## src/valu_settings.svh

```systemverilog
`ifndef VALU_SETTINGS_SVH
`define VALU_SETTINGS_SVH

// Sizes of the lane vector ALU

// Instructions held in flight
`define VALU_INSN_DEPTH 4

// Results waiting for a register file grant
`define VALU_RESULT_DEPTH 2

// Instruction ids, one done bit each
`define VALU_NR_VINSN 8

// Width of the element count vl
`define VALU_VLEN_W 8

// Register file words per vector register
`define VALU_REG_WORDS 16

// Register file word address width
`define VALU_ADDR_W 9

`endif
```

## src/valu_pkg.sv

```systemverilog
`include "valu_settings.svh"

package valu_pkg;

  // One data word and its byte enables
  typedef logic [63:0] elen_t;
  typedef logic [7:0]  strb_t;

  // Element width inside a word
  typedef enum logic [1:0] {EW8, EW16, EW32, EW64} vew_e;

  // Kept integer operations
  typedef enum logic [2:0] {ALU_ADD, ALU_SUB, ALU_AND, ALU_OR, ALU_XOR} alu_op_e;

  typedef logic [$clog2(`VALU_NR_VINSN)-1:0] vid_t;
  typedef logic [`VALU_VLEN_W-1:0]           vlen_t;
  typedef logic [`VALU_ADDR_W-1:0]           vaddr_t;

  // Instruction as sent by the sequencer
  typedef struct packed {
    vid_t       id;
    alu_op_e    op;
    vew_e       vsew;
    vlen_t      vl;
    logic [4:0] vd;
    logic       use_scalar;  // Operand A is the replicated scalar
    elen_t      scalar;
  } vinsn_t;

  // Result queue entry, one register file write
  typedef struct packed {
    vid_t   id;
    vaddr_t addr;
    elen_t  wdata;
    strb_t  be;
  } result_t;

  // Elements packed into one 64-bit word
  function automatic logic [3:0] elems_per_word(vew_e vew);
    case (vew)
      EW8:     return 4'd8;
      EW16:    return 4'd4;
      EW32:    return 4'd2;
      default: return 4'd1;
    endcase
  endfunction

endpackage

```

## src/valu_insn_if.sv

```systemverilog
`timescale 1ns/1ps

// Link between the instruction queue and the issue stage
interface valu_insn_if import valu_pkg::*; ();

  // Instruction at the issue head
  vinsn_t issue_insn;
  logic   issue_valid;
  // Elements of the head instruction still to issue
  vlen_t  issue_remaining;
  // One word issued, strobe
  logic   issue_step;
  // Last word of the head instruction issued, strobe
  logic   issue_done;

  // Oldest instruction still waiting for commits
  vinsn_t commit_insn;
  logic   commit_valid;

  modport queue (
    output issue_insn, issue_valid, issue_remaining, commit_insn, commit_valid,
    input  issue_step, issue_done
  );

  modport issue (
    input  issue_insn, issue_valid, issue_remaining,
    output issue_step, issue_done
  );

endinterface

```

## src/valu.sv

```systemverilog
`timescale 1ns/1ps
`include "valu_settings.svh"

module valu import valu_pkg::*; (
  input  logic                      clk_i,
  input  logic                      rst_ni,
  // Sequencer
  input  vinsn_t                    insn_i,
  input  logic                      insn_valid_i,
  output logic                      insn_ready_o,
  // Operand queues
  input  elen_t [1:0]               operand_i,
  input  logic  [1:0]               operand_valid_i,
  output logic  [1:0]               operand_ready_o,
  // Vector register file
  output logic                      result_req_o,
  output vid_t                      result_id_o,
  output vaddr_t                    result_addr_o,
  output elen_t                     result_wdata_o,
  output strb_t                     result_be_o,
  input  logic                      result_gnt_i,
  output logic [`VALU_NR_VINSN-1:0] vinsn_done_o
);

  logic    result_full;
  logic    push;
  result_t push_data;
  result_t head;

  valu_insn_if insn_link ();

  valu_insn_queue i_insn_queue (
    .clk_i        (clk_i),
    .rst_ni       (rst_ni),
    .insn_i       (insn_i),
    .insn_valid_i (insn_valid_i),
    .insn_ready_o (insn_ready_o),
    .issue        (insn_link),
    .pop_i        (result_gnt_i),
    .vinsn_done_o (vinsn_done_o)
  );

  valu_issue i_issue (
    .clk_i           (clk_i),
    .rst_ni          (rst_ni),
    .issue           (insn_link),
    .operand_i       (operand_i),
    .operand_valid_i (operand_valid_i),
    .operand_ready_o (operand_ready_o),
    .result_full_i   (result_full),
    .push_o          (push),
    .push_data_o     (push_data)
  );

  // Register file grant pops the head
  valu_result_queue #(
    .payload_t (result_t)
  ) i_result_queue (
    .clk_i   (clk_i),
    .rst_ni  (rst_ni),
    .push_i  (push),
    .data_i  (push_data),
    .full_o  (result_full),
    .valid_o (result_req_o),
    .data_o  (head),
    .pop_i   (result_gnt_i)
  );

  assign result_id_o    = head.id;
  assign result_addr_o  = head.addr;
  assign result_wdata_o = head.wdata;
  assign result_be_o    = head.be;

endmodule

```

## src/valu_result_queue.sv

```systemverilog
`timescale 1ns/1ps
`include "valu_settings.svh"

module valu_result_queue #(
  parameter type         payload_t = logic,
  parameter int unsigned DEPTH     = `VALU_RESULT_DEPTH
) (
  input  logic     clk_i,
  input  logic     rst_ni,
  input  logic     push_i,
  input  payload_t data_i,
  output logic     full_o,
  output logic     valid_o,
  output payload_t data_o,
  input  logic     pop_i
);

  localparam int unsigned PTR_W = (DEPTH > 1) ? $clog2(DEPTH) : 1;

  payload_t mem [DEPTH];

  logic [PTR_W-1:0] wr_pnt_q, rd_pnt_q;
  logic [PTR_W:0]   cnt_q;

  function automatic logic [PTR_W-1:0] next_ptr(logic [PTR_W-1:0] ptr);
    return (ptr == PTR_W'(DEPTH - 1)) ? '0 : ptr + 1'b1;
  endfunction

  assign full_o  = (cnt_q == DEPTH);
  assign valid_o = (cnt_q != '0);
  // Head entry held stable until granted
  assign data_o  = mem[rd_pnt_q];

  always_ff @(posedge clk_i) begin
    if (push_i) mem[wr_pnt_q] <= data_i;
  end

  always_ff @(posedge clk_i or negedge rst_ni) begin
    if (!rst_ni) begin
      wr_pnt_q <= '0;
      rd_pnt_q <= '0;
      cnt_q    <= '0;
    end else begin
      if (push_i) wr_pnt_q <= next_ptr(wr_pnt_q);
      if (pop_i) rd_pnt_q <= next_ptr(rd_pnt_q);
      // Push and pop together keep the count
      if (push_i && !pop_i) cnt_q <= cnt_q + 1'b1;
      else if (!push_i && pop_i) cnt_q <= cnt_q - 1'b1;
    end
  end

  // Grant only follows a request
  a_no_pop_empty: assert property (@(posedge clk_i) disable iff (!rst_ni)
    pop_i |-> valid_o);

endmodule

```

## src/valu_issue.sv

```systemverilog
`timescale 1ns/1ps
`include "valu_settings.svh"

module valu_issue import valu_pkg::*; (
  input  logic        clk_i,
  input  logic        rst_ni,
  valu_insn_if.issue  issue,
  input  elen_t [1:0] operand_i,
  input  logic  [1:0] operand_valid_i,
  output logic  [1:0] operand_ready_o,
  input  logic        result_full_i,
  output logic        push_o,
  output result_t     push_data_o
);

  elen_t      scalar_rep;
  elen_t      operand_a;
  elen_t      alu_result;
  logic [3:0] epw;
  logic [3:0] elem_cnt;
  logic [3:0] byte_cnt;
  logic       last_word;
  logic       operands_ok;
  logic       fire;

  // Word index within the instruction
  vlen_t word_idx_q;

  ////////////////////////////////////////
  // Operand selection
  ////////////////////////////////////////

  // Scalar repeated once per element
  always_comb begin
    case (issue.issue_insn.vsew)
      EW8:     scalar_rep = {8{issue.issue_insn.scalar[7:0]}};
      EW16:    scalar_rep = {4{issue.issue_insn.scalar[15:0]}};
      EW32:    scalar_rep = {2{issue.issue_insn.scalar[31:0]}};
      default: scalar_rep = issue.issue_insn.scalar;
    endcase
  end

  assign operand_a = issue.issue_insn.use_scalar ? scalar_rep : operand_i[0];

  simd_alu i_simd_alu (
    .operand_a_i (operand_a),
    .operand_b_i (operand_i[1]),
    .op_i        (issue.issue_insn.op),
    .vew_i       (issue.issue_insn.vsew),
    .result_o    (alu_result)
  );

  ////////////////////////////////////////
  // Handshake and issue
  ////////////////////////////////////////

  // Operand 0 is not needed with a scalar
  assign operands_ok = operand_valid_i[1] && (operand_valid_i[0] || issue.issue_insn.use_scalar);
  assign fire        = issue.issue_valid && !result_full_i && operands_ok;

  assign operand_ready_o  = fire ? {1'b1, !issue.issue_insn.use_scalar} : 2'b00;
  assign push_o           = fire;
  assign issue.issue_step = fire;
  assign issue.issue_done = fire && last_word;

  // Elements covered by this word
  assign epw       = elems_per_word(issue.issue_insn.vsew);
  assign last_word = issue.issue_remaining <= vlen_t'(epw);
  assign elem_cnt  = last_word ? issue.issue_remaining[3:0] : epw;
  // Never more than 8 bytes
  assign byte_cnt  = elem_cnt << issue.issue_insn.vsew;

  always_comb begin
    push_data_o.id    = issue.issue_insn.id;
    push_data_o.wdata = alu_result;
    push_data_o.addr  = vaddr_t'(issue.issue_insn.vd) * vaddr_t'(`VALU_REG_WORDS)
                      + vaddr_t'(word_idx_q);
    for (int b = 0; b < 8; b++) begin
      push_data_o.be[b] = 4'(b) < byte_cnt;
    end
  end

  // Counts words and clears at the end of each instruction
  always_ff @(posedge clk_i or negedge rst_ni) begin
    if (!rst_ni) begin
      word_idx_q <= '0;
    end else if (issue.issue_done) begin
      word_idx_q <= '0;
    end else if (fire) begin
      word_idx_q <= word_idx_q + 1'b1;
    end
  end

  // Word counter agrees with the queue's remaining element count
  a_word_idx: assert property (@(posedge clk_i) disable iff (!rst_ni)
    fire |-> (vlen_t'(word_idx_q * epw) + issue.issue_remaining == issue.issue_insn.vl));

endmodule

```

## src/valu_insn_queue.sv

```systemverilog
`timescale 1ns/1ps
`include "valu_settings.svh"

module valu_insn_queue import valu_pkg::*; (
  input  logic                      clk_i,
  input  logic                      rst_ni,
  input  vinsn_t                    insn_i,
  input  logic                      insn_valid_i,
  output logic                      insn_ready_o,
  valu_insn_if.queue                issue,
  input  logic                      pop_i,
  output logic [`VALU_NR_VINSN-1:0] vinsn_done_o
);

  localparam int unsigned DEPTH = `VALU_INSN_DEPTH;
  localparam int unsigned PTR_W = (DEPTH > 1) ? $clog2(DEPTH) : 1;

  function automatic logic [PTR_W-1:0] next_ptr(logic [PTR_W-1:0] ptr);
    return (ptr == PTR_W'(DEPTH - 1)) ? '0 : ptr + 1'b1;
  endfunction

  // Instruction storage
  vinsn_t mem [DEPTH];

  // Accept, issue and commit phase pointers
  logic [PTR_W-1:0] accept_pnt_q, issue_pnt_q, commit_pnt_q;
  logic [PTR_W:0]   issue_cnt_q, commit_cnt_q;

  // Per-instruction element counters
  vlen_t issue_rem_d, issue_rem_q;
  vlen_t commit_rem_d, commit_rem_q;

  logic       accept;
  logic       commit_done;
  logic [3:0] epw_issue, epw_commit;

  // Full until the oldest instruction has committed
  assign insn_ready_o = (commit_cnt_q < DEPTH);
  assign accept       = insn_valid_i && insn_ready_o;

  assign issue.issue_insn      = mem[issue_pnt_q];
  assign issue.issue_valid     = (issue_cnt_q != '0);
  assign issue.issue_remaining = issue_rem_q;
  assign issue.commit_insn     = mem[commit_pnt_q];
  assign issue.commit_valid    = (commit_cnt_q != '0);

  assign epw_issue  = elems_per_word(issue.issue_insn.vsew);
  assign epw_commit = elems_per_word(issue.commit_insn.vsew);

  // Last pop of the commit head
  assign commit_done = pop_i && issue.commit_valid && (commit_rem_q <= vlen_t'(epw_commit));

  always_comb begin
    vinsn_done_o = '0;
    if (commit_done) begin
      vinsn_done_o[issue.commit_insn.id] = 1'b1;
    end
  end

  ////////////////////////////////////////
  // Element counters
  ////////////////////////////////////////

  always_comb begin
    issue_rem_d = issue_rem_q;
    if (issue.issue_step) begin
      issue_rem_d = (issue_rem_q <= vlen_t'(epw_issue)) ? '0 : issue_rem_q - vlen_t'(epw_issue);
    end
    // Reload from the next instruction, stored or arriving now
    if (issue.issue_done) begin
      if (issue_cnt_q > 1) issue_rem_d = mem[next_ptr(issue_pnt_q)].vl;
      else if (accept) issue_rem_d = insn_i.vl;
    end else if (!issue.issue_valid && accept) begin
      issue_rem_d = insn_i.vl;
    end
  end

  always_comb begin
    commit_rem_d = commit_rem_q;
    // Saturate since the last word may be partial
    if (pop_i) begin
      commit_rem_d = (commit_rem_q <= vlen_t'(epw_commit)) ? '0
                                                          : commit_rem_q - vlen_t'(epw_commit);
    end
    if (commit_done) begin
      if (commit_cnt_q > 1) commit_rem_d = mem[next_ptr(commit_pnt_q)].vl;
      else if (accept) commit_rem_d = insn_i.vl;
    end else if (!issue.commit_valid && accept) begin
      commit_rem_d = insn_i.vl;
    end
  end

  always_ff @(posedge clk_i) begin
    if (accept) mem[accept_pnt_q] <= insn_i;
  end

  always_ff @(posedge clk_i or negedge rst_ni) begin
    if (!rst_ni) begin
      accept_pnt_q <= '0;
      issue_pnt_q  <= '0;
      commit_pnt_q <= '0;
      issue_cnt_q  <= '0;
      commit_cnt_q <= '0;
      issue_rem_q  <= '0;
      commit_rem_q <= '0;
    end else begin
      issue_rem_q  <= issue_rem_d;
      commit_rem_q <= commit_rem_d;
      if (accept) accept_pnt_q <= next_ptr(accept_pnt_q);
      if (issue.issue_done) issue_pnt_q <= next_ptr(issue_pnt_q);
      if (commit_done) commit_pnt_q <= next_ptr(commit_pnt_q);
      // Occupancy of each phase
      if (accept && !issue.issue_done) issue_cnt_q <= issue_cnt_q + 1'b1;
      else if (!accept && issue.issue_done) issue_cnt_q <= issue_cnt_q - 1'b1;
      if (accept && !commit_done) commit_cnt_q <= commit_cnt_q + 1'b1;
      else if (!accept && commit_done) commit_cnt_q <= commit_cnt_q - 1'b1;
    end
  end

  // Every granted word belongs to an instruction still waiting for commit
  a_pop_tracked: assert property (@(posedge clk_i) disable iff (!rst_ni)
    pop_i |-> issue.commit_valid);

  // Sequencer never sends an empty instruction
  a_no_zero_vl: assert property (@(posedge clk_i) disable iff (!rst_ni)
    accept |-> (insn_i.vl != '0));

endmodule

```

## src/simd_alu.sv

```systemverilog
`timescale 1ns/1ps

module simd_alu import valu_pkg::*; (
  input  elen_t   operand_a_i,
  input  elen_t   operand_b_i,
  input  alu_op_e op_i,
  input  vew_e    vew_i,
  output elen_t   result_o
);

  // Bytes that open a new element
  logic [7:0] elem_start;

  logic  is_sub;
  elen_t operand_b_eff;
  elen_t addsub_res;

  always_comb begin
    for (int i = 0; i < 8; i++) begin
      case (vew_i)
        EW8:     elem_start[i] = 1'b1;
        EW16:    elem_start[i] = (i % 2) == 0;
        EW32:    elem_start[i] = (i % 4) == 0;
        default: elem_start[i] = (i == 0);
      endcase
    end
  end

  // Subtraction as a + ~b + 1
  assign is_sub        = (op_i == ALU_SUB);
  assign operand_b_eff = is_sub ? ~operand_b_i : operand_b_i;

  ////////////////////////////////////////
  // Byte-wise carry chain
  ////////////////////////////////////////

  always_comb begin : p_addsub
    logic       carry;
    logic [8:0] byte_sum;
    carry      = 1'b0;
    byte_sum   = '0;
    addsub_res = '0;
    for (int i = 0; i < 8; i++) begin
      // Chain is cut at each element boundary
      if (elem_start[i]) carry = is_sub;
      byte_sum = {1'b0, operand_a_i[8*i +: 8]} + {1'b0, operand_b_eff[8*i +: 8]}
               + {8'd0, carry};
      addsub_res[8*i +: 8] = byte_sum[7:0];
      carry = byte_sum[8];
    end
  end

  // Logic ops need no element split
  always_comb begin
    case (op_i)
      ALU_ADD,
      ALU_SUB: result_o = addsub_res;
      ALU_AND: result_o = operand_a_i & operand_b_i;
      ALU_OR:  result_o = operand_a_i | operand_b_i;
      ALU_XOR: result_o = operand_a_i ^ operand_b_i;
      default: result_o = '0;
    endcase
  end

endmodule

```

## config.mk

```make
export PLATFORM = sky130hd
export DESIGN_NAME = valu
export DESIGN_NICKNAME = d
export VERILOG_FILES = /design/src/valu_pkg.sv /design/src/valu_insn_if.sv /design/src/valu.sv /design/src/valu_result_queue.sv /design/src/valu_issue.sv /design/src/valu_insn_queue.sv /design/src/simd_alu.sv
export VERILOG_INCLUDE_DIRS = /design/src
export SDC_FILE = /design/constraint.sdc
export NUM_CORES = 1
export LEC_CHECK = 0
export BUFFER_PORTS_ARGS = -buffer_cell sky130_fd_sc_hd__buf_2
export CAP_MARGIN = 20
export CORE_MARGIN = 2
export CORE_UTILIZATION = 50
export DETAILED_ROUTE_END_ITERATION = 10
export GPL_TIMING_DRIVEN = 0
export PLACE_DENSITY = 0.7
export SLEW_MARGIN = 10
export SYNTH_ARGS = -nofsm -noshare
export SYNTH_HDL_FRONTEND = slang
export SYNTH_SLANG_ARGS = --single-unit
```

## constraint.sdc

```tcl
create_clock -name clk_i -period 24.6 [get_ports clk_i]
set_clock_uncertainty 0.1 [all_clocks]
set_input_delay 1.23 -clock clk_i [delete_from_list [all_inputs] [get_ports clk_i]]
set_output_delay 1.23 -clock clk_i [all_outputs]
set_load 0.01 [all_outputs]
```

======== Yosys cells after proc, flatten, opt, wreduce, memory -nomap -nowiden ========
Memory sizes are Yosys's and may differ from the RTL's.
Index checks and enable logic that the tools add are counted.
word-level totals
  memories kept ........................... 2
  RAM bits ................................ 512
  register bits after elaboration ......... 40
memories
  memory              words  width  read ports  clocked after Yosys merged registers in  write ports  line                     source
  i_insn_queue.mem    4      86     4           0                                        1            valu_insn_queue.sv:23    vinsn_t mem [DEPTH];
  i_result_queue.mem  2      84     1           0                                        1            valu_result_queue.sv:20  payload_t mem [DEPTH];
cells by class
  $lt $le $gt $ge ......................... 15
  add/sub/neg operators ................... 31
  eq/ne operators ......................... 12
  reduce and logical (&&, ||, !) cells .... 39
  bitwise operators ....................... 4
  shift-type cells ........................ 1
  multiplexer cells ....................... 50
operators with widths
  kind                                                count
  case mux 64 bit (4 select lines)                    1
  case mux 64 bit (3 select lines)                    1
  2-to-1 mux 64 bit                                   2
  2-to-1 mux 8 bit                                    15
  AND 64 bit                                          1
  inverter 64 bit                                     1
  OR 64 bit                                           1
  bitwise XOR 64 bit                                  1
  adder 8 x 8 -> 9 bit                                7
  adder 9 x 1 -> 9 bit                                7
  case mux 4 bit (3 select lines)                     2
  2-to-1 mux 1 bit                                    17
  <= comparator 8 x 4 -> 1 bit                        2
  logical AND 1 bit                                   16
  < comparator 3 x 4 -> 1 bit (first input constant)  4
  subtractor 8 x 4 -> 8 bit                           2
  == test 2 bit (second input constant)               6
  2-to-1 mux 2 bit                                    6
  2-to-1 mux 3 bit                                    4
  nonzero test 2 bit                                  5
  adder 9 x 8 -> 9 bit                                1
  zero test 1 bit                                     9
  adder 2 x 1 -> 2 bit (second input constant)        4
  adder 8 x 1 -> 8 bit                                1
  other kinds (25)                                    36

======== Longest topological paths before layout ========
An unclocked memory read counts as a cell.
  depth after elaboration ................. 21
  depth in mapped cells ................... 78
  gate-level depth less buffers ........... 75

======== Hierarchy ========
Synthesis repeated with hierarchy kept, for this count alone.
unflattened totals
  cell total of the unflattened synthesis .. 2433
  area, all modules ....................... 33050.4 um2
by module, submodules not included
  module             area each (um2)  sequential area each (um2)  cells an instance  instances
  valu_insn_queue    17379.2          11030.6                     875                1
  simd_alu           6819.0           0.0                         896                1
  valu_result_queue  6258.5           5144.9                      277                1
  valu_issue         2593.7           200.2                       385                1

======== Worst setup path before layout ========
OpenSTA, ideal clock, no wires.
  path type ............................... register to register
  start point ............................. register i_insn_queue.issue_pnt_q[0]
  end point ............................... memory i_result_queue.mem[0][70] (netlist bit), data pin
  required time ........................... 24224 ps
  stages on the path, launching flop included .. 79
  setup time .............................. 276 ps
  arrival ................................. 14997 ps
  slack ................................... 9227 ps
  cells stage by stage .................... dfrtp_1 > buf_4 > mux4_2 > buf_2 > nor3b_2 > clkbuf_1 > buf_2 > xnor2_1 > fa_1 > a21o_1 > a21oi_1 > nor2b_1 > o21a_1 > o211ai_1 > a31o_2 > fa_1 > fa_1 > nor2b_1 > (+43 left out) > fa_1 > fa_1 > nor2b_1 > o21ai_0 > a21boi_0 > o21ai_0 > nand2b_1 > nand3_1 > a31o_2 > fa_1 > fa_1 > nor2b_1 > o21ai_0 > nand2b_1 > a21o_1 > a21oi_1 > xor2_1 > o21ai_0
on the way
  longest elaborated chain between the ends .. 20
  elaborated cells between the ends (all ways) .. 45
ends and longest elaborated chain
  what                                                                               line                                              source
  start, declared                                                                    valu_insn_queue.sv:26                             logic [PTR_W-1:0] accept_pnt_q, issue_pnt_q, commit_pnt_q;
  start signal, assigned                                                             valu_insn_queue.sv:110                            if (issue.issue_done) issue_pnt_q <= next_ptr(issue_pnt_q);
  memory (4 x 86 bit) *                                                              -
  case mux 64 bit (3 select lines) / == test 3 x 1 -> 1 bit (equally long branches)  valu_issue.sv:35, simd_alu.sv:30, simd_alu.sv:55
  2-to-1 mux 64 bit, on equally long branches                                        valu_issue.sv:43, simd_alu.sv:31
  adder 8 x 8 -> 9 bit                                                               simd_alu.sv:46                                    byte_sum = {1'b0, operand_a_i[8*i +: 8]} + {1'b0, operand_b_eff[8*i +: 8]}
  adder 9 x 1 -> 9 bit                                                               simd_alu.sv:47                                    + {8'd0, carry};
  2-to-1 mux 1 bit                                                                   simd_alu.sv:45                                    if (elem_start[i]) carry = is_sub;
  adder 9 x 1 -> 9 bit                                                               simd_alu.sv:47
  2-to-1 mux 1 bit                                                                   simd_alu.sv:45
  (+5 left out)                                                                      -
  2-to-1 mux 1 bit                                                                   simd_alu.sv:45
  adder 9 x 1 -> 9 bit                                                               simd_alu.sv:47
  2-to-1 mux 1 bit                                                                   simd_alu.sv:45
  adder 9 x 1 -> 9 bit                                                               simd_alu.sv:47
  2-to-1 mux 1 bit                                                                   simd_alu.sv:45
  adder 8 x 1 -> 8 bit                                                               simd_alu.sv:47
  case mux 64 bit (4 select lines) *                                                 simd_alu.sv:55                                    case (op_i)
  net i_issue.alu_result[62]                                                         valu_issue.sv:18                                  elen_t alu_result;
  end, declared                                                                      valu_result_queue.sv:20
Mark *: on every way through the listed nets, which the timed path passes. The rest lies on a longest branch.

======== Worst setup path after layout ========
  start point ............................. register i_insn_queue.issue_pnt_q[0]
  end point ............................... memory i_result_queue.mem[1][70] (netlist bit), data pin
Same word-level chain as after synthesis.

==> flow_summary_export.csv <==
group,metric,value,unit
outcome,result_of_the_run,"completed",
synth,ys.flop_type,"edfxtp_1",
setup_path,critPathKind,"flop to flop",
floorplanning,design.die.area,61900,sq um
clocking,tritoncts,"done",
synth,post_synthesis_mux_area_share,12.8,%
finish,postLayoutCoreUtil,58.6,%
route,drc_errors,0,
setup_path,max_stage_delay,0.52,ns
synth,combinational_family_with_the_most_area_after_synthesis,"multiplexers",
floorplanning,core-area,59100,sq um
clocking,cts_sinks,552,
power_and_ir_drop,ir_drop,0.0670,mV
finish,design_area_final,34700,sq um
finish,finish.cell_count_without_fillers,3458,
route,drt_iter0_drc,2053,
finish,share_of_final_layout_standard_cells_stronger_than_drive_strength_1,24.8,%
sta,rsz0062_at_grt,"false",
placement,placed_area,32800,sq um
synth,synth_xor_area_share,3.48,%
synth,synthesized_area_fraction_occupied_by_and_or_nand_nor_cells,5.56,%
sta,timing.final.max_slew_violations,0,
sta,timing_hold_violations_final,0,
placement,routability_congestion_estimate,0.960,
route,routed-via-count,20700,
route,avgViaCountPerCell,5.97,
finish,fin_nets,3076,
sta,holdWs,0.363,ns
sta,setup_ws,6.14,ns
floorplanning,die_height,249,um
floorplanning,floorplan.io_pins,316,
clocking,cts_made_buffers,55,
synth,synth-seq-area-share,54.6,%
clocking,clk_root_buffer_cell,"clkbuf_16",
setup_path,number_of_cell_instances_on_the_worst_register_to_register_path,78,
clocking,cts_hold_buf,0,
global_routing,grt_pass1_wl,129000,um
setup_path,cp-end-kind,"flop",
synth,yosys.cell_count.top_type,"edfxtp_1",
setup_path,critPathArrivalTime,18.77,ns
synth,synthesis.instances,2243,
global_routing,grt_pass1_vias,20300,
min_path,min_path_type,"input pin to asynchronous set/reset pin",
run,cap_violations,0,
sta,timing_worst_slew_pin_value,1.07,ns
power_and_ir_drop,comb_power_share,52.5,%
clocking,ctsHtreeMaxLevel,2,
sta,timing.final.crit_share,75.0,%
synth,synthTopCellsByArea,"edfxtp_1, ha_1, mux4_2, mux2_2, dfrtp_1",
route,post_drt_wl_per_cell,25.9,um
clocking,worst_setup_hold_path_clk_slew,0.06,ns
setup_path,crit_fanout,10,
clocking,clk_latency,0.62,ns
placement,dp_hpwl,67300,um
sta,fmax,54.2,MHz
sta,period_minus_slack,18.46,ns
floorplanning,num_rows,89,
setup_path,crit_top_cell,"fa_1",
placement,placement.io_buffers,315,
power_and_ir_drop,power.static_leakage,13.5,nW
setup_path,r2r-end,"i_result_queue.mem[1][70]",
power_and_ir_drop,power_report.internal_total,2.78,mW
power_and_ir_drop,power_density,136,nW/um^2
route,firstDrtPassIters,5,
route,drt_wl_total,89400,um
synth,netlist_top_cells_count,"edfxtp_1, ha_1, inv_1",
synth,post_synthesis_compound_gate_area_fraction,9.60,%
clocking,ctsLongestPathBuffers,3,
global_routing,grt_use_total,28.4,%
synth,synth_enable_flop_cells,512,
setup_path,rr_startpoint,"i_insn_queue.issue_pnt_q[0]",
synth,synthArstFlopShare,7.25,%
sta,setup_viol,0,
sta,setup_tns,0,ns
sta,slew-limit-headroom,28.2,%
power_and_ir_drop,seqPwrFrac,29.4,%
setup_path,worst_path_max_delay_cell,"mux4_2",
setup_path,worst_setup_path_start_kind,"flop",
power_and_ir_drop,design_power_total,4.70,mW
setup_path,critPathRequiredTime,24.91,ns
setup_path,regToRegSetupSlack,6.14,ns
route,postRouteAntennaNets,0,
clocking,number_of_buffers_inserted_by_post_cts_setup_repair,0,
synth,netlist.top_cell.by_area,"edfxtp_1",
floorplanning,floorplan.initialDensity,50.7,%
global_routing,grt_max_degree,57,
synth,post_synth_top_area_share,51.3,%
synth,synth_adder_area_share,10.1,%
power_and_ir_drop,netSwitchingFraction,40.8,%
placement,place_worst_setup_slack,6.36,ns
synth,syn_area_per_cell,13.4,sq um
placement,dp.cells,3341,
synth,synth.distinct_cells,65,
global_routing,grt_antenna_before_repair,32,
global_routing,globalRoute.totalOverflow,0,
synth,synth_warnings,0,
finish,area_delta_synth_final,15.7,%
synth,synth_seq_cells,552,
synth,syn_nets,2693,
synth,synthesis.area,30000,sq um
power_and_ir_drop,net-switching-power,1.92,mW
power_and_ir_drop,power.share.clock,18.1,%
floorplanning,die_width,249,um
clocking,cts_resized,0,
==> power by group through the flow <==
stage / clock (mW) / sequential (mW) / combinational [mW]
floorplan: 0 / 1.39 / 1.65
global placement: 0 / 1.41 / 2.34
detailed placement: 0 / 1.40 / 2.42
CTS: 0.863 / 1.38 / 2.44
global route: 0.897 / 1.40 / 2.67
finish: 0.850 / 1.38 / 2.47
==> layer usage <==
| layer | up-vias | global-route usage [%] | share of wire (%) |
|---|---|---|---|
| li1 | 9186 | - | - |
| met1 | 10200 | 37.1 | 40 |
| met2 | 970 | 45.5 | 47 |
| met3 | 228 | 6.68 | 8.8 |
| met4 | 28 | 12.1 | 4.3 |
| met5 | - | 0 | 0.18 |
==> cell type report <==
cell class              count  area, sq um
plain buffers             109          472
well taps                 773          967
flip-flops and latches    552        16400
inverters                 185          694
clock buffers              63         1430
diodes                     19         47.5
repair buffers            326         1830
fillers                  4640        24500
multi-input cells        1397        12500
clock inverters            34          404
==> worst max-delay path: cells and delay by family (launching register included) <==
family                     cells  cell delay [ns]
AOI/OAI and AO/OA             36             6.02
xor gates and xnor gates       2             0.38
adders and majority gates     15             6.43
buffers and inverters          5             1.48
DFF                            1             0.35
muxes                          1             0.52
and+or+nand+nor               19             2.91
==> flip-flops by register name (all words and copies together), names as in the netlist <==
name / cells
i_insn_queue.accept_pnt_q: 2
i_insn_queue.commit_cnt_q: 3
i_insn_queue.commit_pnt_q: 2
i_insn_queue.commit_rem_q: 8
i_insn_queue.issue.issue_remaining: 8
i_insn_queue.issue_cnt_q: 3
i_insn_queue.issue_pnt_q: 2
i_insn_queue.mem: 344
i_issue.word_idx_q: 8
i_result_queue.cnt_q: 2
i_result_queue.mem: 168
i_result_queue.rd_pnt_q: 1
i_result_queue.wr_pnt_q: 1
==> cells by family (layout without fill, tap and decap cells) <==
family,count (synthesis),in the layout
DFF,552,552
AOI/OAI and AO/OA,440,440
and+or+nand+nor,350,350
buffers and inverters,294,717
muxes,258,258
adders and majority gates,230,230
xor gates and xnor gates,119,119
other,0,19
==> worst max-delay path by stage <==
| stage | from | endpoint | slack [ns] | depth (start not counted) |
|---|---|---|---|---|
| after floorplan | i_insn_queue.issue_pnt_q[0] | i_result_queue.mem[0][70] | 9.23 | 78 |
| after global placement | i_insn_queue.issue_pnt_q[0] | i_result_queue.mem[0][70] | 6.45 | 78 |
| after detailed placement | i_insn_queue.issue_pnt_q[0] | i_result_queue.mem[1][70] | 6.36 | 78 |
| after CTS | i_insn_queue.issue_pnt_q[0] | i_result_queue.mem[0][70] | 6.27 | 78 |
| after global routing | i_insn_queue.issue_pnt_q[0] | i_result_queue.mem[1][70] | 4.92 | 78 |
| final | i_insn_queue.issue_pnt_q[0] | i_result_queue.mem[1][70] | 6.14 | 78 |
==> cell usage in the layout (no fill, tap or decap), types with 20 or more instances in the layout <==
| cell | count |
|---|---|
| edfxtp_1 | 512 |
| buf_2 | 347 |
| ha_1 | 212 |
| inv_1 | 183 |
| o21ai_0 | 121 |
| nor2_1 | 100 |
| mux2_2 | 99 |
| xnor2_1 | 99 |
| nand2_1 | 96 |
| a21oi_1 | 93 |
| mux4_2 | 90 |
| mux2i_1 | 68 |
| clkbuf_1 | 61 |
| clkbuf_16 | 56 |
| a22oi_1 | 47 |
| dfrtp_1 | 40 |
| nor2b_1 | 37 |
| a211oi_1 | 32 |
| o221ai_1 | 29 |
| a21o_1 | 26 |
| nand2b_1 | 26 |
| nand3_1 | 24 |
| o22a_1 | 21 |
| nor3_1 | 20 |
| xor2_1 | 20 |
Power figures use the tool's default switching activity.
